## config.mk

```make
export PLATFORM = sky130hd
export DESIGN_NAME = chain_search_engine
export DESIGN_NICKNAME = d
export VERILOG_FILES = /design/src/hw/hash_search_pkg.sv /design/src/hw/chain_search_engine.sv
export SDC_FILE = /design/constraint.sdc
export NUM_CORES = 1
export LEC_CHECK = 0
export ABC_CLOCK_PERIOD_IN_PS = 2300
export BUFFER_PORTS_ARGS = -buffer_cell sky130_fd_sc_hd__buf_2
export CAP_MARGIN = 10
export CORE_MARGIN = 5
export CORE_UTILIZATION = 44
export CTS_BUF_LIST = sky130_fd_sc_hd__clkbuf_2
export DETAILED_ROUTE_END_ITERATION = 10
export PLACE_DENSITY = 0.9
export SYNTH_ARGS = -nofsm -noshare
export SYNTH_HDL_FRONTEND = slang
export SYNTH_SLANG_ARGS = --single-unit
```

## constraint.sdc

```tcl
create_clock -name clk_i -period 2.3 [get_ports clk_i]
set_clock_uncertainty 0.15 [all_clocks]
set_input_delay 0.23 -clock clk_i [delete_from_list [all_inputs] [get_ports clk_i]]
set_output_delay 0.23 -clock clk_i [all_outputs]
set_load 0.05 [all_outputs]
```

## src/hw/hash_search_pkg.sv

```systemverilog
package hash_search_pkg;

  localparam int KEY_WIDTH        = 32;
  localparam int VALUE_WIDTH      = 16;
  localparam int TABLE_ADDR_WIDTH = 8;

  // last flag + key + value + next pointer
  localparam int ENTRY_WIDTH = 1 + KEY_WIDTH + VALUE_WIDTH + TABLE_ADDR_WIDTH;

  typedef logic [KEY_WIDTH-1:0]        key_t;
  typedef logic [VALUE_WIDTH-1:0]      value_t;
  typedef logic [TABLE_ADDR_WIDTH-1:0] table_addr_t;
  typedef logic [ENTRY_WIDTH-1:0]      entry_t;

  // entry layout, msb first: last, key, value, next
  localparam int NEXT_LSB  = 0;
  localparam int VALUE_LSB = NEXT_LSB + TABLE_ADDR_WIDTH;
  localparam int KEY_LSB   = VALUE_LSB + VALUE_WIDTH;
  localparam int LAST_POS  = KEY_LSB + KEY_WIDTH;

  // reads per task before the walk gives up
  localparam int MAX_CHAIN = 16;

  typedef enum logic [1:0] {
    ST_IDLE,
    ST_ISSUE,
    ST_WAIT,
    ST_DONE
  } engine_state_t;

endpackage

```

## src/hw/chain_search_engine.sv

```systemverilog
`timescale 1ns/1ns

module chain_search_engine (
  input                                clk_i,
  input                                rst_i,

  input  hash_search_pkg::key_t        task_key_i,
  input  hash_search_pkg::table_addr_t task_head_i,
  input                                task_valid_i,
  output logic                         task_ready_o,

  input                                rd_slot_i,
  output logic                         rd_en_o,
  output hash_search_pkg::table_addr_t rd_addr_o,
  input  hash_search_pkg::entry_t      rd_data_i,
  input                                rd_data_val_i,

  output hash_search_pkg::key_t        res_key_o,
  output hash_search_pkg::value_t      res_value_o,
  output logic                         res_found_o,
  output logic                         res_valid_o,
  input                                res_ready_i
);
  import hash_search_pkg::*;

  localparam int STEP_WIDTH = $clog2(MAX_CHAIN + 1);

  engine_state_t         state;
  logic [STEP_WIDTH-1:0] step_cnt;

  key_t        entry_key;
  value_t      entry_value;
  table_addr_t entry_next;
  logic        entry_last;
  logic        key_match;
  logic        chain_end;

  assign entry_last  = rd_data_i[LAST_POS];
  assign entry_key   = rd_data_i[KEY_LSB +: KEY_WIDTH];
  assign entry_value = rd_data_i[VALUE_LSB +: VALUE_WIDTH];
  assign entry_next  = rd_data_i[NEXT_LSB +: TABLE_ADDR_WIDTH];

  // res_key_o keeps the task key for the whole walk
  assign key_match = (entry_key == res_key_o);
  assign chain_end = key_match || entry_last || (step_cnt == STEP_WIDTH'(MAX_CHAIN));

  assign task_ready_o = (state == ST_IDLE);
  assign rd_en_o      = (state == ST_ISSUE) && rd_slot_i;
  assign res_valid_o  = (state == ST_DONE);

  always_ff @(posedge clk_i or posedge rst_i)
  begin
    if (rst_i)
    begin
      state    <= ST_IDLE;
      step_cnt <= '0;
    end
    else
    begin
      case (state)
        ST_IDLE:
        begin
          step_cnt <= '0;
          if (task_valid_i)
            state <= ST_ISSUE;
        end
        ST_ISSUE:
        begin
          // wait for own slot before touching the shared port
          if (rd_slot_i)
          begin
            state    <= ST_WAIT;
            step_cnt <= step_cnt + 1'b1;
          end
        end
        ST_WAIT:
        begin
          if (rd_data_val_i)
            state <= chain_end ? ST_DONE : ST_ISSUE;
        end
        ST_DONE:
        begin
          if (res_ready_i)
            state <= ST_IDLE;
        end
        default:
          state <= ST_IDLE;
      endcase
    end
  end

  always_ff @(posedge clk_i)
  begin
    if ((state == ST_IDLE) && task_valid_i)
    begin
      res_key_o <= task_key_i;
      rd_addr_o <= task_head_i;
    end
    else if ((state == ST_WAIT) && rd_data_val_i)
    begin
      rd_addr_o   <= entry_next;
      res_found_o <= key_match;
      res_value_o <= key_match ? entry_value : '0;
    end
  end

  // the RAM returns data only to an engine that has a read outstanding
  a_data_in_wait: assert property (
    @(posedge clk_i) disable iff (rst_i)
    rd_data_val_i |-> (state == ST_WAIT)
  );

endmodule

```

==> summary.md <==
| Metric | Value |
|---|---|
| Initial DRT Pass Iterations | 4 |
| Share of cells above drive strength 1 | 50.96% |
| Worst Tran Pin Value | 0.3917 ns |
| Total CTS buffers | 9 |
| Site row count | 28 |
| Vias in the first global route | 2704 |
| Hold Path Class | input pin to asynchronous set/reset pin |
| Clk root buf | clkbuf_2 |
| Count of cell types in the netlist | 26 |
| Overall routing resource usage | 23.18% |
| Pleak | 1.949 nW |
| Avg Cell Area, Syn | 16.01 um2 |
| H-tree levels | 3 |
| Initial antenna violation count | 1 |
| IO Port Bufs | 162 |
| Crit. End Element | flip-flop |
| Final ANT Viol Nets | 0 |
| GRT overflow | 0 |
| Post-Place Worst Slack | 0.3926 ns |
| Outcome | complete, no violations |
| Final nets | 517 |
| Crit share post-route | 97.16% |
| Final Worst Setup Slack | 0.06535 ns |
| Part of the power in combinational logic | 41.4% |
| Register area | 1889 um2 |
| Unrepaired setup endpoints after global routing | false |
| Multi-input logic area | 783.3 um2 |
| Power per standard cell area | 902.4 nW/um2 |
| Worst vdd ir | 0.7171 mV |
| Area Overhead vs Synth | 64.33% |
| Via count | 2360 |
| Arr. time, crit path | 2.32 ns |
| Design Power | 3.989 mW |
| First-pass GRT wire length | 13100 um |
| Worst Setup Start Kind | flip-flop |
| Vias per cell | 4.797 |
| Setup TNS | 0 ns |
| Placed Area | 3610 um2 |
| Die Footprint | 7777 um2 |
| Worst-path clk slew | 0.16 ns |
| Yosys warning count | 0 |
| CTS tree | done |
| Clock sinks | 64 |
| Critical path required time | 2.39 ns |
| P_sw | 1.680 mW |
| Area of the core | 5921 um2 |
| Post-DP HPWL | 5583 um |
| Yosys reg bits | 64 |
| Placer Congestion | 0.7758 |
| Max_cap viols | 0 |
| Final min period | 2.235 ns |
| Routed len/inst | 17.36 um |
| Io pins | 163 |
| Clk pwr share | 15.4% |
| Fillers | 422 |
| Final hold viol count | 0 |
| FMAX | 447.5 MHz |
| Die extent in x | 88.19 um |
| Deepest clock path buffer count | 2 |
| Postcts setup bufs | 0 |
| Worst skew pair latency | 0.48 ns |
| Internal cell power | 2.309 mW |
| Final setup viols | 0 |
| Setup Crit Path Kind | flip-flop to flip-flop |
| R2R cell count | 4 |
| WHS | 0.06400 ns |
| Die Height | 88.19 um |
| Switching share of total power | 42.12% |
| Mapped cell area | 2690 um2 |
| Largest net degree at the start of global routing | 32 |
| Worst-path fanout max | 10 |
| 1st-iter DRT viols | 80 |
| Final Slew Violations | 0 |
| DRC viols | 0 |
| Detailed Route WL | 8543 um |
| Mapped Nets | 273 |
| Flop pwr share | 43.1% |
| Cells after Synth | 168 |
| Sequential share of the synthesized area | 70.14% |
| Starting density of the core | 45.44% |
| Slew headroom | 73.89% |
| Final instance area | 4420 um2 |
==> power by group through the flow <==
stage	combinational, mW	clock, mW	sequential (mW)
finish	1.65	0.616	1.72
global route	1.74	0.699	1.75
CTS	1.63	0.634	1.71
detailed placement	1.50	0	1.74
global placement	1.48	0	1.72
floorplan	0.457	0	2.37
==> layout by cell type (no fill, tap or decap) <==
| cell | netlist | routed |
|---|---|---|
| or4b_2 | 1 | 1 |
| clkinv_2 | 0 | 3 |
| and2_4 | 0 | 1 |
| clkinv_1 | 0 | 1 |
| dfrtp_2 | 0 | 2 |
| nor3_1 | 2 | 2 |
| mux2_2 | 9 | 9 |
| dfrtp_1 | 7 | 5 |
| and2_2 | 16 | 16 |
| a21o_1 | 1 | 1 |
| mux2i_1 | 2 | 2 |
| nor2_1 | 4 | 3 |
| diode_2 | 0 | 1 |
| edfxtp_1 | 57 | 57 |
| inv_1 | 3 | 3 |
| buf_4 | 1 | 4 |
| clkbuf_2 | 0 | 10 |
| o21ai_0 | 3 | 3 |
| dlygate4sd3_1 | 0 | 70 |
| o31ai_1 | 1 | 1 |
| buf_2 | 1 | 162 |
| and2_1 | 2 | 1 |
| bufinv_16 | 0 | 1 |
| a21boi_0 | 1 | 1 |
| ha_1 | 2 | 2 |
| and3b_1 | 1 | 1 |
| nor4_1 | 8 | 8 |
| o22a_1 | 1 | 1 |
| nor2_4 | 0 | 2 |
| nand3b_1 | 1 | 1 |
| nor2_2 | 2 | 1 |
| nand2_1 | 4 | 4 |
| nand4_1 | 4 | 4 |
| xor2_1 | 33 | 33 |
==> worst max-delay path, stage by stage, from the launching register on <==
cell and delay, ns:
dfrtp_2 0.52, nor2_4 0.17, and2_4 0.25, mux2_2 0.36
dlygate4sd3_1 0.56
==> state kept, by name (all words and copies together), names as in the netlist <==
name and cells:
state 2, res_key_o 32, rd_addr_o 8, step_cnt 5, res_found_o 1, res_value_o 16
==> through the flow <==
step | instances | util [%]
6_report | 492 | 74.66
5_1_grt | 492 | 74.66
4_1_cts | 490 | 74.30
2_1_floorplan | 168 | -
3_5_place_dp | 406 | 60.97
3_3_place_gp | 406 | 60.97
==> cells by family (layout without fill, tap and decap cells) <==
logic type / count (synthesis) / in the layout / share of synthesized area (%)
other cells: 0 / 1 / 0
simple gates: 45 / 45 / 10.65
mux: 11 / 11 / 4.512
fa+ha+maj: 2 / 2 / 0.9301
compound gates: 7 / 7 / 1.721
xor+xnor: 33 / 33 / 10.74
buf+inv: 6 / 254 / 1.302
flops: 64 / 64 / 70.14
==> worst paths after layout <==
path / slack (ns) / endpoint / from
max: 0.07 / rd_addr_o[4] / state[1]
min: 0.06 / step_cnt[4] / rst_i
max reg2reg: 0.07 / rd_addr_o[4] / state[1]
min reg2reg: 0.40 / step_cnt[4] / step_cnt[4]
max in group asynchronous: 1.71 / state[0] / rst_i
min in group clk_i: 0.07 / state[0] / rd_data_val_i
==> routing by layer <==
layer / routed length, um / global-route usage, % / vias to the layer above
met5: 0 / 0 / -
met4: 331 / 13.74 / 0
met3: 742 / 8.278 / 33
met2: 4744 / 43.85 / 131
met1: 2725 / 20.67 / 1093
li1: - / - / 1103
==> what timing repair did <==
item                       in CTS  in global routing
hold endpoints to repair       65                  2
setup endpoints to repair       0                  8
hold buffers                   69                  1
resized for setup               0                  4
==> cells in the mapped netlist (all sizes together) <==
cell type	number	share of area, %
inv	3	0.42
o31ai	1	0.28
mux2i	2	0.74
nand2	4	0.56
and3b	1	0.33
nand4	4	0.93
and2	18	4.9
mux2	9	3.8
ha	2	0.93
nor3	2	0.37
nor2	6	1.0
dfrtp	7	6.5
o22a	1	0.33
a21boi	1	0.28
edfxtp	57	64
nand3b	1	0.28
or4b	1	0.37
a21o	1	0.28
buf	3	0.88
nor4	8	1.9
o21ai	3	0.56
xor2	33	11
==> layout make-up <==
type	count	share of cell area (%)
Antenna cell	1	0.05661
Clock buffer	10	1.132
Clock inverter	5	1.104
Inverter	3	0.2547
Multi-Input combinational cell	98	17.72
Sequential cell	64	42.74
Tap cell	75	2.123
Timing Repair Buffer	236	34.87
(Power assumes the default switching activity.)
