<file path="src/hw/hash_search_pkg.sv">
package hash_search_pkg;

  localparam int KEY_WIDTH        = 32;
  localparam int VALUE_WIDTH      = 16;
  localparam int TABLE_ADDR_WIDTH = 8;

  // last flag + key + value + next pointer
  localparam int ENTRY_WIDTH = 1 + KEY_WIDTH + VALUE_WIDTH + TABLE_ADDR_WIDTH;

  typedef logic [KEY_WIDTH-1:0]        key_t;
  typedef logic [VALUE_WIDTH-1:0]      value_t;
  typedef logic [TABLE_ADDR_WIDTH-1:0] table_addr_t;
  typedef logic [ENTRY_WIDTH-1:0]      entry_t;

  // entry layout, msb first: last, key, value, next
  localparam int NEXT_LSB  = 0;
  localparam int VALUE_LSB = NEXT_LSB + TABLE_ADDR_WIDTH;
  localparam int KEY_LSB   = VALUE_LSB + VALUE_WIDTH;
  localparam int LAST_POS  = KEY_LSB + KEY_WIDTH;

  // reads per task before the walk gives up
  localparam int MAX_CHAIN = 16;

  typedef enum logic [1:0] {
    ST_IDLE,
    ST_ISSUE,
    ST_WAIT,
    ST_DONE
  } engine_state_t;

endpackage

</file>
<file path="src/hw/result_collector.sv">
`timescale 1ns/1ns

module result_collector #(
  parameter int ENGINES_CNT = 3
) (
  input                                               clk_i,
  input                                               rst_i,

  input  [ENGINES_CNT*hash_search_pkg::KEY_WIDTH-1:0]   eng_key_i,
  input  [ENGINES_CNT*hash_search_pkg::VALUE_WIDTH-1:0] eng_value_i,
  input  [ENGINES_CNT-1:0]                            eng_found_i,
  input  [ENGINES_CNT-1:0]                            eng_valid_i,
  output logic [ENGINES_CNT-1:0]                      eng_ready_o,

  output hash_search_pkg::key_t                       result_key_o,
  output hash_search_pkg::value_t                     result_value_o,
  output logic                                        result_found_o,
  output logic                                        result_valid_o,
  input                                               result_ready_i
);
  import hash_search_pkg::*;

  localparam int PTR_WIDTH = (ENGINES_CNT > 1) ? $clog2(ENGINES_CNT) : 1;

  logic [PTR_WIDTH-1:0] coll_ptr;

  // follows the dispatcher order, so results leave in acceptance order
  always_ff @(posedge clk_i or posedge rst_i)
  begin
    if (rst_i)
      coll_ptr <= '0;
    else if (result_valid_o && result_ready_i)
      coll_ptr <= (coll_ptr == PTR_WIDTH'(ENGINES_CNT - 1)) ? '0 : coll_ptr + 1'b1;
  end

  assign result_key_o   = eng_key_i[coll_ptr*KEY_WIDTH +: KEY_WIDTH];
  assign result_value_o = eng_value_i[coll_ptr*VALUE_WIDTH +: VALUE_WIDTH];
  assign result_found_o = eng_found_i[coll_ptr];
  assign result_valid_o = eng_valid_i[coll_ptr];

  always_comb
  begin
    for (int i = 0; i < ENGINES_CNT; i++)
      eng_ready_o[i] = (coll_ptr == PTR_WIDTH'(i)) && result_ready_i;
  end

  a_stall_stable: assert property (
    @(posedge clk_i) disable iff (rst_i)
    result_valid_o && !result_ready_i |=> result_valid_o && $stable(result_key_o)
      && $stable(result_value_o) && $stable(result_found_o)
  );

endmodule

</file>
<file path="config.mk">
export PLATFORM = sky130hd
export DESIGN_NAME = result_collector
export DESIGN_NICKNAME = d
export VERILOG_FILES = /design/src/hw/hash_search_pkg.sv /design/src/hw/result_collector.sv
export SDC_FILE = /design/constraint.sdc
export NUM_CORES = 1
export LEC_CHECK = 0
export BUFFER_PORTS_ARGS = -buffer_cell sky130_fd_sc_hd__buf_2
export CAP_MARGIN = 20
export CORE_AREA = 2 2 80 82
export DETAILED_ROUTE_END_ITERATION = 10
export DIE_AREA = 0 0 82 84
export PLACE_DENSITY = 0.71
export RECOVER_POWER = 50
export SLEW_MARGIN = 20
export SYNTH_ARGS = -nofsm -noshare
export SYNTH_HDL_FRONTEND = slang
export SYNTH_SLANG_ARGS = --single-unit
</file>
<file path="constraint.sdc">
create_clock -name clk_i -period 3.2 [get_ports clk_i]
set_clock_uncertainty 0.2 [all_clocks]
set_input_delay 0.16 -clock clk_i [delete_from_list [all_inputs] [get_ports clk_i]]
set_output_delay 0.16 -clock clk_i [all_outputs]
set_load 0.01 [all_outputs]
</file>
==> impl_metrics.env, run 1 <==
export IMPL_grt_first_pass_wirelength_mm=7.97
export IMPL_path_cells="clkbuf_2, and3b_2, clkbuf_1"
export IMPL_clk_path_buf_depth=2
export IMPL_post_dp_cell_area_mm2=0.00255
export IMPL_start_kind="register"
export IMPL_max_stage_delay_ns=1.05
export IMPL_r2r_worst_path_cells=3
export IMPL_whs_ns=0.0425
export IMPL_wl_per_cell_um=13.4
export IMPL_vdd_ir_drop_max_mv=0.352
export IMPL_initial_core_util=0.265
export IMPL_ys_seq_area_frac=0.0310
export IMPL_r2r_end="coll_ptr[0]$_DFFE_PP0P_"
export IMPL_drive_above_1_share=0.746
export IMPL_dr_total_vias=1873
export IMPL_cts_sink_count=2
export IMPL_outcome="finished, final reports clean"
export IMPL_routed_via_density=4.64
export IMPL_finalHoldViolCount=0
export IMPL_yosys_warnings=0
export IMPL_r2r_start="coll_ptr[1]$_DFFE_PP0P_"
export IMPL_regMostFlops="coll_ptr"
export IMPL_slowest_stage="clkbuf_2"
export IMPL_die_w_um=82
export IMPL_antennaDiodeCount=0
export IMPL_max_cap_violations=0
export IMPL_clkLatencyLatePin_ns=0.21
export IMPL_drt_iter0_markers=37
export IMPL_worst_pin_slew_ns=1.48
export IMPL_antenna_found_initial=0
export IMPL_hold_depth=3
export IMPL_hold_path_end="coll_ptr[1]$_DFFE_PP0P_"
export IMPL_top_usage_layer="met2"
export IMPL_cp_required_ns=2.84
export IMPL_cts_resized=0
export IMPL_slew_headroom=0.0122
export IMPL_hp_class="primary input to register"
export IMPL_grt_remaining_overflow=0
export IMPL_reg_top3="coll_ptr (2)"
export IMPL_num_rows=29
export IMPL_port_buffer_count=205
export IMPL_fin_crit_sh=0.756
export IMPL_p_per_area_mw_per_mm2=651
export IMPL_syn_area_per_cell_um2=12.3
export IMPL_finalSetupViolations=0
export IMPL_syn_area_mm2=0.00161
export IMPL_crit_path_max_fanout=55
export IMPL_period_needed_ns=2.42
export IMPL_ant_nets=0
export IMPL_cts_root_buf="clkbuf_8"
export IMPL_fmax_ghz=0.413
export IMPL_drt_first_pass_iters=3
export IMPL_grt_max_degree=56
export IMPL_die_area_mm2=0.00689
export IMPL_hp_start="eng_valid_i[2]"
export IMPL_final_core_util=0.408
export IMPL_place_congestion=0.714
export IMPL_core_area_mm2=0.00610
export IMPL_cts_buffers=3
export IMPL_drt_wl_total_mm=5.43
export IMPL_clkTransAtPathRegs_ns=0.03
export IMPL_fp_dieH_um=84
export IMPL_grtUsageMet3=0.0152
export IMPL_leakagePower_nw=1.45
export IMPL_drv_slew=0
export IMPL_worst_endpoint_arrival_ns=2.06
export IMPL_use_met2=0.287
export IMPL_netlist_instances=131
export IMPL_rsz0062_at_grt="false"
export IMPL_reg2reg_slack_ns=0.99
export IMPL_drc=0
export IMPL_synthDistinctLibCells=17
export IMPL_power_mw=1.62
export IMPL_largest_reg_flops=2
export IMPL_post_synth_main_area_contributors="o2bb2ai_2, mux2i_1, buf_12"
export IMPL_hpwl_mm=4.34
export IMPL_grt_util_met1=0.150
export IMPL_tns_ns=0
export IMPL_synth_top_area_cell="o2bb2ai_2"
export IMPL_grt_pass1_vias=1819
export IMPL_syn_nets=284
export IMPL_design_area_mm2=0.00249
export IMPL_grt_total_usage=0.143
export IMPL_end_kind="primary output"
export IMPL_synth_top_area_share=0.465
export IMPL_cts_tree="built"
export IMPL_htreeDepth=1
export IMPL_io_pins=206
export IMPL_worstSetupPathType="register to primary output"
export IMPL_synth_seq_cells=2
export IMPL_layout_nets=482
export IMPL_syn2layout_area_growth_pct=54.2
cells in the mapped netlist:
library cell / number
mux2i_1: 50
and2_2: 1
nand3b_1: 1
nor3b_1: 1
dfrtp_1: 2
a22oi_1: 1
o2bb2ai_1: 1
a21oi_1: 1
buf_12: 6
buf_6: 2
buf_8: 4
o2bb2ai_2: 50
buf_2: 6
nand2_1: 1
inv_1: 2
and3b_2: 1
nor2b_4: 1
critical path, delay by kind of cell, from the launching register on:
| family | cells | cell delay [ns] |
|---|---|---|
| buffers and inverters | 2 | 1.18 |
| DFF | 1 | 0.34 |
| and+or+nand+nor | 1 | 0.32 |
per-layer routing:
layer | vias up | share of wire
met4 | 0 | 0.0039
met5 | - | 0
met1 | 833 | 0.38
met2 | 110 | 0.52
li1 | 928 | -
met3 | 2 | 0.098
cell families (layout without fill, tap and decap cells):
kind of cell    Yosys count  after routing  synth area share
buf+inv                  20            216             0.149
simple gates              6              6            0.0310
mux                      50             50             0.310
flops                     2              2            0.0310
compound gates           53             53             0.479
how the worst max path moves through the flow:
| stage | cells past startpoint | startpoint | end |
|---|---|---|---|
| floorplan | 5 | coll_ptr[0]$_DFFE_PP0P_ | result_found_o |
| global placement | 4 | coll_ptr[0]$_DFFE_PP0P_ | result_key_o[17] |
| detailed placement | 4 | coll_ptr[0]$_DFFE_PP0P_ | result_key_o[17] |
| CTS | 4 | coll_ptr[0]$_DFFE_PP0P_ | result_key_o[17] |
| global route | 3 | coll_ptr[1]$_DFFE_PP0P_ | eng_ready_o[1] |
| finish | 3 | coll_ptr[1]$_DFFE_PP0P_ | eng_ready_o[1] |
cells in the final DEF, fill, tap and decap left out, types with 2 or more instances in the layout:
cell / count
buf_2: 200
buf_4: 2
clkbuf_1: 5
clkbuf_8: 3
dfrtp_2: 2
dlygate4sd3_1: 2
inv_1: 2
mux2i_1: 50
o2bb2ai_1: 19
o2bb2ai_2: 32
cell type report:
class / instances / area [um2]
clock buffer: 3 / 41.3
tap: 77 / 96.3
timing repair buffer: 211 / 1080
sequential: 2 / 52.6
multi-input combinational: 109 / 1210
inverter: 2 / 7.51
fill: 633 / 3610
where the power goes:
| group | total, mW | switching, mW | internal (mW) |
|---|---|---|---|
| clock | 0.0991 | 0.0196 | 0.0795 |
| combinational | 1.42 | 0.747 | 0.677 |
| sequential | 0.0960 | 0.0595 | 0.0365 |
through the flow:
stage / std cells / worst slack, ns
2_1_floorplan: 131 / 1.83
3_3_place_gp: 399 / 1.14
3_5_place_dp: 399 / 1.07
4_1_cts: 404 / 0.853
5_1_grt: 404 / 0.660
6_report: 404 / 0.781
repair_timing:
item                      in CTS  in global routing
hold endpoints to repair       3                  0
hold buffers                   2                  0
buffers inserted               0                  0
Power figures use the tool's default switching activity.
==> run 2: changes to the inputs <==
CORE_AREA = 2 2 79 81   (was 2 2 80 82)
DIE_AREA = 0 0 81 83   (was 0 0 82 84)
PLACE_DENSITY = 0.75   (was 0.71)
clock period = 2 ns   (was 3.2 ns; I/O delays follow)
==> run 2 against run 1 <==
- hold slack lost 0.017 ns
- routed wire length shrank 0.15%
- critical path depth grew 1
- sequential power shrank 12%
- highest routed layer unchanged
- cell count grew 0.50%
- via count grew 0.91%
- power grew 73%
==> impl_metrics.env, run 2 (synthesis results as in run 1) <==
export IMPL_outcome="finished, final reports clean"
export IMPL_final_cell_mix="buf_2, mux2i_1, o2bb2ai_2"
export IMPL_finalHoldViolCount=0
export IMPL_met1Wirelength_mm=1.78
export IMPL_design_area_mm2=0.00265
export IMPL_vdd_ir_drop_max_mv=0.573
export IMPL_end_kind="primary output"
export IMPL_place_congestion=0.706
export IMPL_cts_resized=0
export IMPL_cts_root_buf="clkbuf_8"
export IMPL_period_needed_ns=1.75
export IMPL_die_area_mm2=0.00672
export IMPL_dr_total_vias=1890
export IMPL_die_w_um=81
export IMPL_cp_required_ns=1.70
export IMPL_layout_commonest_cell="buf_2"
export IMPL_wl_per_cell_um=13.3
export IMPL_dp_worst_setup_slack_ns=0.517
export IMPL_slew_headroom=0.721
export IMPL_regMostFlops="coll_ptr"
export IMPL_clk_path_buf_depth=2
export IMPL_setup_ws_ns=0.251
export IMPL_routed_via_density=4.66
export IMPL_syn2layout_area_growth_pct=64.4
export IMPL_p_per_area_mw_per_mm2=1060
export IMPL_clkLatencyLatePin_ns=0.21
export IMPL_core_area_mm2=0.00582
export IMPL_drc=0
export IMPL_largest_reg_flops=2
export IMPL_start_kind="register"
export IMPL_crit_path_max_fanout=27
export IMPL_fin_crit_sh=0.875
export IMPL_max_cap_violations=0
export IMPL_r2r_start="coll_ptr[1]$_DFFE_PP0P_"
export IMPL_grt_remaining_overflow=0
export IMPL_drv_slew=0
export IMPL_grt_total_usage=0.149
export IMPL_reg_top3="coll_ptr (2)"
export IMPL_grt_pass1_vias=1886
export IMPL_hp_start="result_ready_i"
export IMPL_port_buffer_count=205
export IMPL_worstSetupPathType="register to primary output"
export IMPL_drt_first_pass_iters=3
export IMPL_top_layer="met4"
export IMPL_rsz0062_at_grt="false"
export IMPL_io_pins=206
export IMPL_worst_endpoint_arrival_ns=1.45
export IMPL_stdcell_count=406
export IMPL_htreeDepth=1
export IMPL_met2_wirelength_mm=3.06
export IMPL_cts_buffers=3
export IMPL_layout_nets=486
export IMPL_dp_cells=399
export IMPL_drive_above_1_share=0.746
export IMPL_clkTransAtPathRegs_ns=0.03
export IMPL_num_rows=28
export IMPL_final_core_util=0.456
export IMPL_hpwl_mm=4.64
export IMPL_power_mw=2.80
export IMPL_fp_dieH_um=83
export IMPL_postCtsSetupBuffers=0
export IMPL_drt_iter0_markers=34
export IMPL_grt_first_pass_wirelength_mm=8.09
export IMPL_tns_ns=0
export IMPL_startpoint="coll_ptr[0]$_DFFE_PP0P_"
export IMPL_ant_nets=0
export IMPL_cts_tree="built"
export IMPL_drt_wl_total_mm=5.42
export IMPL_leakagePower_nw=1.46
export IMPL_worst_pin_slew_ns=0.419
export IMPL_cts_sink_count=2
export IMPL_initial_core_util=0.277
export IMPL_fmax_ghz=0.572
export IMPL_grt_max_degree=30
export IMPL_whs_ns=0.0257
export IMPL_antennaDiodeCount=0
export IMPL_post_dp_cell_area_mm2=0.00260
export IMPL_finalSetupViolations=0
export IMPL_wl_met3_um=525
export IMPL_hp_class="primary input to register"
export IMPL_antenna_found_initial=0
[run 2: changes by cell type in the layout (fill, tap and decap cells not counted)]
cell and change:
o2bb2ai_2 +18, dfrtp_2 -1, dfrtp_1 +1, clkbuf_1 +16
buf_2 -16, buf_12 +3, o2bb2ai_1 -18, clkbuf_2 -1
dlygate4sd3_1 +2
[run 2: area by class of cell]
type,count,area [um2]
inverters,2,7.51
repair buffers,215,1130
flip-flops and latches,2,51.3
fillers,577,3160
clock buffers,3,41.3
well taps,75,93.8
multi-input cells,109,1320
[run 2: path summary, 6_finish.rpt]
check                                                to  slack, ns  cells past startpoint
max in group asynchronous       coll_ptr[1]$_DFFE_PP0P_       1.37                      3
worst min register to register  coll_ptr[1]$_DFFE_PP0P_       0.67                      2
worst max register to register  coll_ptr[0]$_DFFE_PP0P_       0.53                      3
worst max-delay path                   result_key_o[29]       0.25                      4
min in group asynchronous       coll_ptr[0]$_DFFE_PP0P_       0.10                      3
worst min-delay path            coll_ptr[0]$_DFFE_PP0P_       0.03                      3
[run 2: power by group]
| group | internal (mW) | leakage [nW] | switching [mW] |
|---|---|---|---|
| clock network | 0.127 | 0.0216 | 0.0324 |
| registers | 0.0582 | 0.0200 | 0.0263 |
| logic | 1.21 | 1.42 | 1.35 |
[run 2: routing by layer]
metal  vias up  track usage
met5         -            0
met4         0       0.0462
met3         6       0.0185
met2       108        0.318
met1       840        0.135
li1        936            -
[run 2: what timing repair did]
item,CTS,global route
endpoints found under the hold margin,4,0
hold buffers,4,0
setup endpoints to repair,0,0
[run 2: critical path: stages (launching register included)]
cell and delay [ns]:
dfrtp_1 0.48, buf_12 0.25, mux2i_1 0.26, o2bb2ai_2 0.08, buf_2 0.15
