<file path="src/hw/hash_search_pkg.sv">
package hash_search_pkg;

  localparam int KEY_WIDTH        = 32;
  localparam int VALUE_WIDTH      = 16;
  localparam int TABLE_ADDR_WIDTH = 8;

  // last flag + key + value + next pointer
  localparam int ENTRY_WIDTH = 1 + KEY_WIDTH + VALUE_WIDTH + TABLE_ADDR_WIDTH;

  typedef logic [KEY_WIDTH-1:0]        key_t;
  typedef logic [VALUE_WIDTH-1:0]      value_t;
  typedef logic [TABLE_ADDR_WIDTH-1:0] table_addr_t;
  typedef logic [ENTRY_WIDTH-1:0]      entry_t;

  // entry layout, msb first: last, key, value, next
  localparam int NEXT_LSB  = 0;
  localparam int VALUE_LSB = NEXT_LSB + TABLE_ADDR_WIDTH;
  localparam int KEY_LSB   = VALUE_LSB + VALUE_WIDTH;
  localparam int LAST_POS  = KEY_LSB + KEY_WIDTH;

  // reads per task before the walk gives up
  localparam int MAX_CHAIN = 16;

  typedef enum logic [1:0] {
    ST_IDLE,
    ST_ISSUE,
    ST_WAIT,
    ST_DONE
  } engine_state_t;

endpackage

</file>
<file path="src/hw/task_dispatcher.sv">
`timescale 1ns/1ns

module task_dispatcher #(
  parameter int ENGINES_CNT = 3
) (
  input                                clk_i,
  input                                rst_i,

  input  hash_search_pkg::key_t        task_key_i,
  input  hash_search_pkg::table_addr_t task_head_i,
  input                                task_valid_i,
  output logic                         task_ready_o,

  output hash_search_pkg::key_t        eng_task_key_o,
  output hash_search_pkg::table_addr_t eng_task_head_o,
  output logic [ENGINES_CNT-1:0]       eng_task_valid_o,
  input        [ENGINES_CNT-1:0]       eng_ready_i,

  output logic                         busy_o
);

  logic [ENGINES_CNT-1:0] send_ptr;

  // one-hot pointer, moves on to the next engine after every accepted task
  always_ff @(posedge clk_i or posedge rst_i)
  begin
    if (rst_i)
      send_ptr <= ENGINES_CNT'(1);
    else if (task_valid_i && task_ready_o)
      send_ptr <= {send_ptr[ENGINES_CNT-2:0], send_ptr[ENGINES_CNT-1]};
  end

  // key and head are shared, only valid is steered
  assign eng_task_key_o   = task_key_i;
  assign eng_task_head_o  = task_head_i;
  assign eng_task_valid_o = send_ptr & {ENGINES_CNT{task_valid_i}};

  assign task_ready_o = |(send_ptr & eng_ready_i);

  // any engine not ready is holding a task
  assign busy_o = ~&eng_ready_i;

  // the engine that took a task is still holding it one cycle later
  a_accept_sets_busy: assert property (
    @(posedge clk_i) disable iff (rst_i)
    task_valid_i && task_ready_o |=> busy_o
  );

endmodule

</file>
<file path="config.mk">
export PLATFORM = sky130hd
export DESIGN_NAME = task_dispatcher
export DESIGN_NICKNAME = d
export VERILOG_FILES = /design/src/hw/hash_search_pkg.sv /design/src/hw/task_dispatcher.sv
export SDC_FILE = /design/constraint.sdc
export NUM_CORES = 1
export LEC_CHECK = 0
export BUFFER_PORTS_ARGS = -buffer_cell sky130_fd_sc_hd__buf_4
export CELL_PAD_IN_SITES_DETAIL_PLACEMENT = 1
export CELL_PAD_IN_SITES_GLOBAL_PLACEMENT = 1
export CORE_MARGIN = 2
export CORE_UTILIZATION = 17
export CTS_BUF_LIST = sky130_fd_sc_hd__clkbuf_8
export DETAILED_ROUTE_END_ITERATION = 8
export GPL_ROUTABILITY_DRIVEN = 0
export GPL_TIMING_DRIVEN = 0
export PLACE_DENSITY_LB_ADDON = 0.1
export REMOVE_ABC_BUFFERS = 1
export SYNTH_ARGS = -nofsm -noshare
export SYNTH_HDL_FRONTEND = slang
export SYNTH_SLANG_ARGS = --single-unit
</file>
<file path="constraint.sdc">
create_clock -name clk_i -period 2 [get_ports clk_i]
set_input_delay 0 -clock clk_i [delete_from_list [all_inputs] [get_ports clk_i]]
set_output_delay 0 -clock clk_i [all_outputs]
set_load 0.01 [all_outputs]
</file>
==> results of run 1 <==
final timing paths:
path | startpoint | end | slack (ns) | depth (start not counted)
worst max-delay path | send_ptr[0] | eng_task_valid_o[0] | 0.92 | 2
worst min-delay path | task_key_i[21] | eng_task_key_o[21] | 0.0002 | 0
worst max register to register | send_ptr[0] | send_ptr[2] | 1.05 | 3
worst min register to register | send_ptr[0] | send_ptr[0] | 0.56 | 2
max in group asynchronous | rst_i | send_ptr[0] | 1.57 | 3
min in group asynchronous | rst_i | send_ptr[1] | 0.22 | 3
final cells by class:
cell class / instances / area (sq um)
Inverter: 2 / 7.51
Clock buffer: 3 / 41.3
Multi-Input combinational cell: 23 / 149
Timing Repair Buffer: 11 / 85.1
Sequential cell: 3 / 76.3
Tap cell: 44 / 55.1
Fill cell: 368 / 2610
Clock inverter: 1 / 3.75
through the flow:
step | power [mW] | worst slack, ns | instances
2_1_floorplan | 0.0682 | 1.11 | 28
3_3_place_gp | 0.0832 | 1.03 | 82
3_5_place_dp | 0.0826 | 1.04 | 82
4_1_cts | 0.266 | 0.902 | 87
5_1_grt | 0.275 | 0.844 | 87
6_report | 0.259 | 0.917 | 87
where the power goes:
| part | internal [mW] | total (mW) | switching (mW) |
|---|---|---|---|
| Sequential | 0.0612 | 0.0612 | 0 |
| Combinational | 0.0118 | 0.0218 | 0.0100 |
| Clock | 0.131 | 0.176 | 0.0447 |
worst max-delay path: stages, from the launching register on:
cell and delay (ns):
dfstp_2 0.57, and2_2 0.18, buf_4 0.12
synthesized netlist by cell type:
cell type | n | area, sq um
inv_1 | 1 | 3.75
nand2_2 | 3 | 18.8
dfrtp_1 | 2 | 50.1
buf_4 | 40 | 300
nand2_1 | 3 | 11.3
nand3_2 | 2 | 20.0
a21o_1 | 3 | 22.5
nand3b_1 | 3 | 22.5
nand3_1 | 3 | 15.0
and2_2 | 2 | 15.0
o21ai_0 | 3 | 15.0
inv_2 | 1 | 3.75
and2_4 | 1 | 8.76
dfstp_2 | 1 | 26.3
metal layers:
| metal | vias to the layer above | GRT usage [%] |
|---|---|---|
| met5 | - | 3.17 |
| met4 | 0 | 6.03 |
| met3 | 2 | 22.3 |
| met2 | 63 | 14.3 |
| met1 | 148 | 16.4 |
| li1 | 127 | - |
cells in the final DEF, fill, tap and decap left out, drive strengths merged, types with 2 or more instances in the layout:
cell type and count:
o21ai 3, a21o 3, and2 3, dfrtp 2
inv 3, nand3b 3, buf 10, nand3 5
nand2 6, clkbuf 3
cell families (layout without fill, tap and decap cells):
kind of cell	Yosys count	after routing
DFF	3	3
buffers and inverters	42	17
and+or+nand+nor	17	17
AOI/OAI and AO/OA	6	6
==> metrics.md, run 1 <==
| Metric | Value |
|---|---|
| Achievable frequency | 0.923 GHz |
| IO buf count | 10 |
| Worst setup path category | reg2out |
| Initial core utilization | 17.6% |
| Maxcap violations | 0 |
| Metal3 WL | 844 microns |
| Fin. max-slew vios | 0 |
| Grt ovf | 0 |
| Clock latency on the worst-skew pair | 0.22 ns |
| Leakage | 0.213 nW |
| Post-synthesis simple-gate area fraction | about a fifth |
| Largest net degree at the start of global routing | 7 |
| Final antenna-violating net count | 0 |
| Clock Tree Root | clkbuf_8 |
| HP Class | in2out |
| CTS tree | done |
| Num CTS Buffers | 3 |
| Core Box Area | approximately 0.003 sq mm |
| Chip Height | 60.0 microns |
| Metal-1 WL | approximately 910 microns |
| Mapped cell area | 533 sq um |
| Critical Path End Type | output pin |
| #FFs+latches synth | 3 |
| Via/cell ratio | slightly below 4 |
| Number of flip-flops in the largest register | 3 |
| # hold bufs at CTS | 1 |
| Clock sinks | 3 |
| Global-route wire length before repair | 3350 microns |
| Largest register by flop count | send_ptr |
| Worst-path clk slew | 0.03 ns |
| Total GRT Usage | 15.2% |
| Yosys warnings | 0 |
| Layout cells sized above 1 | 53.5% |
| Compound-gate portion of the synthesized area | 7.04% |
| Vias | 340 |
| Post-Route WL | around 2600 microns |
| Final net count | 90 |
| 1st-pass router iterations | 4 |
| Initial DRC Count | 11 |
| Final TNS setup | 0 ns |
| Hold Slack | 0.000178 ns |
| Post-synthesis adder-cell area fraction | 0% |
| HPWL Detailed | 2280 microns |
| Die width | between 50 and 60 microns |
| Worst setup SP type | flip-flop |
| Worst-margin pin slew | 0.218 ns |
| Gate Count Post-Synth | 68 |
| Mux contribution to synthesized area | 0% |
| Max VDD drop | 0.117 mV |
| # H-tree levels | 1 |
| Final hold vios | 0 |
| PD cells | 619 mW/mm^2 |
| Arrival @ worst endpoint | 1.08 ns |
| Fin util | between 10% and 20% |
| DRC viols | 0 |
| Xor and xnor area share after synthesis | 0% |
| Vias in the first global route | around 390 |
| Synth unique cells | 14 |
| # setup viols final | 0 |
| RSZ-0062 raised after global routing | no |
| Routed wl met2 | 850 microns |
| Die ar. | about 0.0036 sq mm |
| Final clock skew | 0.000923 ns |
| Largest registers | send_ptr: 3 flops |
| Avg Cell Area, Syn | ~7.8 sq um |
| Site row count | 20 |
| Initial antenna violation count | 0 |
| Uppermost layer routed | met4 |
| Critical Path Fanout Max | 6 |
| Postcts setup bufs | 0 |
| Wire per inst | 30.1 microns |
| CTS max path bufs | 2 |
| Worst rel slew slack | 85.3% |
| Layout area overhead | -21.6% |
| N_diodes | 0 |
| Tcrit/Tclk final | between 50% and 60% |
| Largest family of logic cells by synthesized area | buffers and inverters |
| PostCTS Resize Cnt | 0 |
| Final instance area | 418 sq um |
| Number of top-level pins | 91 |
| Seq/Total Area, Yosys | 14.3% |
| Cell Area, Placed | 363 sq um |
| Status | completed |
| Period minus WS final | 1.08 ns |
| Critical Path RT | 2.00 ns |
(Power assumes the default switching activity.)
==> run 2, diff against run 1 <==
--- a/config.mk
+++ b/config.mk
@@ -9,7 +9,7 @@
 export CELL_PAD_IN_SITES_DETAIL_PLACEMENT = 1
 export CELL_PAD_IN_SITES_GLOBAL_PLACEMENT = 1
 export CORE_MARGIN = 2
-export CORE_UTILIZATION = 17
+export CORE_UTILIZATION = 16
 export CTS_BUF_LIST = sky130_fd_sc_hd__clkbuf_8
 export DETAILED_ROUTE_END_ITERATION = 8
 export GPL_ROUTABILITY_DRIVEN = 0
==> constraint.sdc (replaced) <==
create_clock -name clk_i -period 1.11 [get_ports clk_i]
set_input_delay 0 -clock clk_i [delete_from_list [all_inputs] [get_ports clk_i]]
set_output_delay 0 -clock clk_i [all_outputs]
set_load 0.01 [all_outputs]
==> run 2 against run 1 <==
  * Register-to-register slack lost 0.92 ns
  * Sequential power grew 80%
  * Power increased by 77%
  * Core utilization shrank 0.092 points
  * Critical path type unchanged
  * Global-route usage decreased by 1.2 points
  * Via count up 2.9%
  * Clock power up 75%
  * Sequential share of layout area is 0.32 points lower
  * Highest routed layer unchanged
  * Critical path depth unchanged
==> metrics.md, run 2 (same netlist as run 1, synthesis figures left out) <==
| Metric | Value |
|---|---|
| Vias | 350 (was 340) |
| Fin util | 13.7% (was 13.8%) |
| Initial core utilization | 17.2% (was 17.6%) |
| Clock sinks | 3 (unchanged) |
| Overall power | 458 uW (was 259 uW) |
| Final instance area | 425 sq um (was 418 sq um) |
| CTS tree | done (unchanged) |
| Share of total power in combinational logic | 8.6% (was 8.4%) |
| Post-Route WL | 2700 microns (was 2620 microns) |
| Worst rel slew slack | 86.7% (was 85.3%) |
| N_diodes | 0 (unchanged) |
| Sequential Power Share | 24.1% (was 23.6%) |
| Chip Height | 61.7 microns (was 60.0 microns) |
| Critical Path RT | 1.11 ns (was 2.00 ns) |
| Commonest non-fill, non-tap cell in the layout | buf_4 (unchanged) |
| Arrival @ worst endpoint | 1.05 ns (was 1.08 ns) |
| CP Cell Sequence | and2_2 > buf_4 (unchanged) |
| Final clock skew | 0.00322 ns (was 0.000923 ns) |
| Largest registers | send_ptr: 3 flops (unchanged) |
| Final antenna-violating net count | 0 (unchanged) |
| Number of top-level pins | 91 (unchanged) |
| DRC viols | 0 (unchanged) |
| Tcrit/Tclk final | 94.4% |
| Worst setup SP type | flip-flop (unchanged) |
| Worst setup path category | reg2out (unchanged) |
| Switch Pwr | 91.3 uW (was 54.7 uW) |
| Largest net degree at the start of global routing | 7 (unchanged) |
| Delay-heaviest family, CP | flip-flops (unchanged) |
| Initial DRC Count | 18 (was 11) |
| Clock Tree Root | clkbuf_8 (unchanged) |
| Final hold vios | 0 (unchanged) |
| Layout cells sized above 1 | 54.5% (was 53.5%) |
| Critical Path Fanout Max | 3 (was 6) |
| Total GRT Usage | 14.0% (was 15.2%) |
| Core Box Area | 0.00310 sq mm (was 0.00303 sq mm) |
| Achievable frequency | 0.954 GHz |
| Worst-margin pin slew | 0.198 ns (was 0.218 ns) |
| CTS max path bufs | 2 (unchanged) |
| Fin. max-slew vios | 0 (unchanged) |
| Clock latency on the worst-skew pair | 0.22 ns (about the same) |
| Layout area overhead | -20.2% (was -21.6%) |
| Largest register by flop count | send_ptr (unchanged) |
| Wire per inst | 30.6 microns (was 30.1 microns) |
| Status | completed (unchanged) |
| IO buf count | 10 (unchanged) |
| Num CTS Buffers | 3 (unchanged) |
| PD cells | 1080 mW/mm^2 (was 619 mW/mm^2) |
| Cell Area, Placed | 363 sq um (unchanged) |
| RSZ-0062 raised after global routing | no (unchanged) |
| Slowest stage cell, crit path | dfstp_2 (unchanged) |
| Switching part of the total | 19.9% (was 21.1%) |
| Die ar. | 0.00381 sq mm (was 0.00360 sq mm) |
| 1st-pass router iterations | 4 (unchanged) |
| CP max stage delay | 0.54 ns (was 0.57 ns) |
| Max VDD drop | 0.227 mV (was 0.117 mV) |
| Final net count | 91 (was 90) |
| Maxcap violations | 0 (unchanged) |
| Number of flip-flops in the largest register | 3 (unchanged) |
| HPWL Detailed | 2330 microns (was 2280 microns) |
| Initial antenna violation count | 0 (unchanged) |
| HP Class | in2out (unchanged) |
| Worst-path clk slew | 0.03 ns (about the same) |
| Leakage | 0.219 nW (was 0.213 nW) |
| Critical Path End Type | output pin (unchanged) |
| CP Buf/Inv Count | 1 (unchanged) |
| Site row count | 20 (unchanged) |
| Die width | 61.7 microns (was 60.0 microns) |
| Via/cell ratio | 3.98 (was 3.91) |
| Clk network pwr share | 67.3% (was 67.9%) |
| Grt ovf | 0 (unchanged) |
| Internal Power | 367 uW (was 204 uW) |
| Global-route wire length before repair | 3210 microns (was 3350 microns) |
| # H-tree levels | 1 (unchanged) |
| Period minus WS final | 1.05 ns |
| # setup viols final | 0 (unchanged) |
| Final TNS setup | 0 ns (unchanged) |
| Vias in the first global route | 365 (was 385) |
==> run 2: changes by cell type in the layout (fill, tap and decap cells not counted), sizes merged <==
cell	delta
buf	+1
==> run 2: power by group through the flow <==
| stage | combinational [mW] | clock (mW) | sequential, mW |
|---|---|---|---|
| floorplan | 0.0115 | 0 | 0.111 |
| global placement | 0.0380 | 0 | 0.111 |
| detailed placement | 0.0368 | 0 | 0.111 |
| CTS | 0.0399 | 0.324 | 0.110 |
| global route | 0.0430 | 0.346 | 0.110 |
| finish | 0.0396 | 0.308 | 0.110 |
==> run 2: timing repair <==
item / in CTS / in global routing
buffers inserted: 1 / 0
resized for setup: 0 / 0
hold buffers: 1 / 0
endpoints found under the hold margin: 3 / 0
endpoints found under the setup margin: 1 / 0
==> run 2: per-layer routing <==
layer | wire [microns] | GRT usage [%] | vias to the layer above
li1 | - | - | 130
met1 | 827 | 12.8 | 159
met2 | 881 | 15.0 | 55
met3 | 962 | 24.8 | 6
met4 | 25 | 0.912 | 0
met5 | 0 | 2.86 | -
==> run 2: cell type report <==
type / count / area [sq um]
Fill cell: 383 / 2680
Clock inverter: 1 / 3.75
Timing Repair Buffer: 12 / 92.6
Sequential cell: 3 / 76.3
Clock buffer: 3 / 41.3
Multi-Input combinational cell: 23 / 149
Tap cell: 44 / 55.1
Inverter: 2 / 7.51
==> run 2: path summary, 6_finish.rpt <==
path                                from                   to  slack, ns  depth (start not counted)
max                          send_ptr[0]  eng_task_valid_o[0]       0.06                          2
min                        task_key_i[2]    eng_task_key_o[2]     0.0001                          0
max reg2reg                  send_ptr[0]          send_ptr[2]       0.13                          4
min reg2reg                  send_ptr[2]          send_ptr[2]       0.65                          2
max in group asynchronous          rst_i          send_ptr[0]       0.69                          3
min in group asynchronous          rst_i          send_ptr[2]       0.22                          3
==> run 2: metrics by stage <==
step | instances | hold slack, ns | setup slack, ns
2_1_floorplan | 28 | -0.247 | 0.224
3_3_place_gp | 82 | -0.119 | 0.120
3_5_place_dp | 82 | -0.122 | 0.163
4_1_cts | 88 | 0.000189 | 0.0430
5_1_grt | 88 | 0.0000781 | 0.0140
6_report | 88 | 0.000123 | 0.0622
==> run 3, diff against run 2 <==
--- a/config.mk
+++ b/config.mk
@@ -5,6 +5,7 @@
 export SDC_FILE = /design/constraint.sdc
 export NUM_CORES = 1
 export LEC_CHECK = 0
+export ABC_CLOCK_PERIOD_IN_PS = 1110
 export BUFFER_PORTS_ARGS = -buffer_cell sky130_fd_sc_hd__buf_4
 export CELL_PAD_IN_SITES_DETAIL_PLACEMENT = 1
 export CELL_PAD_IN_SITES_GLOBAL_PLACEMENT = 1
@@ -14,6 +15,7 @@
 export DETAILED_ROUTE_END_ITERATION = 8
 export GPL_ROUTABILITY_DRIVEN = 0
 export GPL_TIMING_DRIVEN = 0
+export MAX_ROUTING_LAYER = met4
 export PLACE_DENSITY_LB_ADDON = 0.1
 export REMOVE_ABC_BUFFERS = 1
 export SYNTH_ARGS = -nofsm -noshare
==> run 3 against run 2 <==
  * Wire length fell by 0.59%
  * Clock skew barely moved
  * Non-clock buffer count did not move
  * Cell area did not move
  * Clock power barely moved
  * Global-route usage rose by 0.52 points
  * Via count fell by 5.1%
  * Cell count did not move
  * Setup slack barely moved
  * Critical path type unchanged
  * Largest cell class unchanged
==> metrics.md, run 3 (same netlist as run 1, synthesis figures left out) <==
| Metric | Value |
|---|---|
| CP Buf/Inv Count | 1 (unchanged) |
| HPWL Detailed | 2330 microns (unchanged) |
| Status | completed (unchanged) |
| Chip Height | 61.7 microns (unchanged) |
| Final TNS setup | 0 ns (unchanged) |
| WHS Path Cells | 0 (unchanged) |
| Initial core utilization | 17.2% (unchanged) |
| Initial antenna violation count | 0 (unchanged) |
| Wire per inst | 30.5 microns (was 30.6 microns) |
| R2R Setup Slk | 0.13 ns (about the same) |
| Hold Path Sink | eng_task_key_o[25] (was eng_task_key_o[2]) |
| Worst-margin pin slew | 0.198 ns (unchanged) |
| Clock Tree Root | clkbuf_8 (unchanged) |
| Final antenna-violating net count | 0 (unchanged) |
| Maxcap violations | 0 (unchanged) |
| Layout area overhead | -20.2% (unchanged) |
| Total GRT Usage | 14.5% (was 14.0%) |
| Worst-path clk slew | 0.03 ns (about the same) |
| Layout cells sized above 1 | 54.5% (unchanged) |
| N_diodes | 0 (unchanged) |
| Met3 Usage GRT | 24.2% (was 24.8%) |
| Reg2Reg Launch Point | send_ptr[0] (unchanged) |
| Met1 global-route usage | 13.4% (was 12.8%) |
| Post-Route WL | 2680 microns (was 2700 microns) |
| # setup viols final | 0 (unchanged) |
| RSZ-0062 raised after global routing | no (unchanged) |
| Largest net degree at the start of global routing | 7 (unchanged) |
| R2R depth | 4 (unchanged) |
| Tcrit/Tclk final | 94.4% (about the same) |
| Initial DRC Count | 13 (was 18) |
| Final hold vios | 0 (unchanged) |
| Most Used Layer, Global Route | met3 (unchanged) |
| 1st-pass router iterations | 3 (was 4) |
| Grt ovf | 0 (unchanged) |
| Critical Path Fanout Max | 3 (unchanged) |
| Met2 Usage GRT | 15.3% (was 15.0%) |
| CTS tree | done (unchanged) |
| Place WS | 0.163 ns (unchanged) |
| Die width | 61.7 microns (unchanged) |
| Min-delay src | task_key_i[25] (was task_key_i[2]) |
| HP Class | in2out (unchanged) |
| PostCTS Resize Cnt | 0 (unchanged) |
| IO buf count | 10 (unchanged) |
| Clock sinks | 3 (unchanged) |
| Fin. max-slew vios | 0 (unchanged) |
| Final clock skew | 0.00299 ns (was 0.00322 ns) |
| Final net count | 91 (unchanged) |
| Number of flip-flops in the largest register | 3 (unchanged) |
| Worst rel slew slack | 86.7% (unchanged) |
| Slowest stage cell, crit path | dfstp_2 (unchanged) |
| Period minus WS final | 1.05 ns (about the same) |
| Leakage | 0.219 nW (unchanged) |
| R2R Path End | send_ptr[2] (unchanged) |
| Worst setup SP type | flip-flop (unchanged) |
| PD cells | 1080 mW/mm^2 (about the same) |
| Worst setup path category | reg2out (unchanged) |
| # H-tree levels | 1 (unchanged) |
| Largest register by flop count | send_ptr (unchanged) |
| Arrival @ worst endpoint | 1.05 ns (about the same) |
| Max VDD drop | 0.227 mV (about the same) |
| Via/cell ratio | 3.77 (was 3.98) |
| Critical Path RT | 1.11 ns (about the same) |
| Setup ws final | 0.0623 ns (was 0.0622 ns) |
| Site row count | 20 (unchanged) |
| CTS max path bufs | 2 (unchanged) |
| Largest registers | send_ptr: 3 flops (unchanged) |
| Commonest non-fill, non-tap cell in the layout | buf_4 (unchanged) |
| Die ar. | 0.00381 sq mm (unchanged) |
| Critical Path End Type | output pin (unchanged) |
| Num CTS Buffers | 3 (unchanged) |
| Clock latency on the worst-skew pair | 0.22 ns (about the same) |
| Achievable frequency | 0.954 GHz (about the same) |
| Global-route wire length before repair | 3240 microns (was 3210 microns) |
| Number of top-level pins | 91 (unchanged) |
| Vias in the first global route | 357 (was 365) |
| Core Box Area | 0.00310 sq mm (unchanged) |
| CP max stage delay | 0.54 ns (about the same) |
| Delay-heaviest family, CP | flip-flops (unchanged) |
| Vias | 332 (was 350) |
| CP Cell Sequence | and2_2 > buf_4 (unchanged) |
| DRC viols | 0 (unchanged) |
run 3: final cells by class:
type                    instances  area, sq um
repair buffers                 12         92.6
inverters                       2         7.51
flip-flops and latches          3         76.3
clock inverters                 1         3.75
clock buffers                   3         41.3
fillers                       383         2680
well taps                      44         55.1
multi-input cells              23          149
run 3: where the power goes:
part           total [mW]  switching [mW]  internal [mW]
Combinational      0.0396          0.0184         0.0212
Clock               0.308          0.0729          0.235
Sequential          0.110               0          0.110
run 3: repair_timing:
action / 4_1_cts / 5_1_grt
endpoints found under the setup margin: 1 / 0
endpoints found under the hold margin: 3 / 0
hold buffers: 1 / 0
setup buffers: 1 / 0
run 3: per-stage QoR:
stage | instances | power, mW | cell area, sq um | hold slack [ns] | util [%]
after floorplan | 28 | 0.123 | 233 | -0.247 | -
after detailed placement | 82 | 0.148 | 363 | -0.122 | 11.7
after CTS | 88 | 0.474 | 425 | 0.000189 | 13.7
after global placement | 82 | 0.149 | 363 | -0.119 | 11.7
after global routing | 88 | 0.499 | 425 | 0.0000781 | 13.7
final | 88 | 0.458 | 425 | 0.000130 | 13.7
run 3: routing by layer:
metal  vias up  part of all wire (%)
met5         -                     0
met4         0                     0
met3         0                    35
met2        51                    33
met1       151                    32
li1        130                     -
run 3: worst register-to-register path, cell delays in order, from the launching register on:
cell and delay (ns):
dfstp_2 0.54, buf_4 0.13, a21o_1 0.12, nand2_2 0.05
nand3_1 0.07
run 3: how the worst max path moves through the flow:
stage	end	slack, ns	depth (start not counted)	startpoint
after detailed placement	send_ptr[2]	0.16	3	send_ptr[0]
after global placement	send_ptr[2]	0.12	3	send_ptr[0]
after floorplan	send_ptr[1]	0.22	3	send_ptr[0]
after global routing	task_ready_o	0.01	3	send_ptr[0]
final	eng_task_valid_o[0]	0.06	2	send_ptr[0]
after CTS	eng_task_valid_o[0]	0.04	2	send_ptr[0]
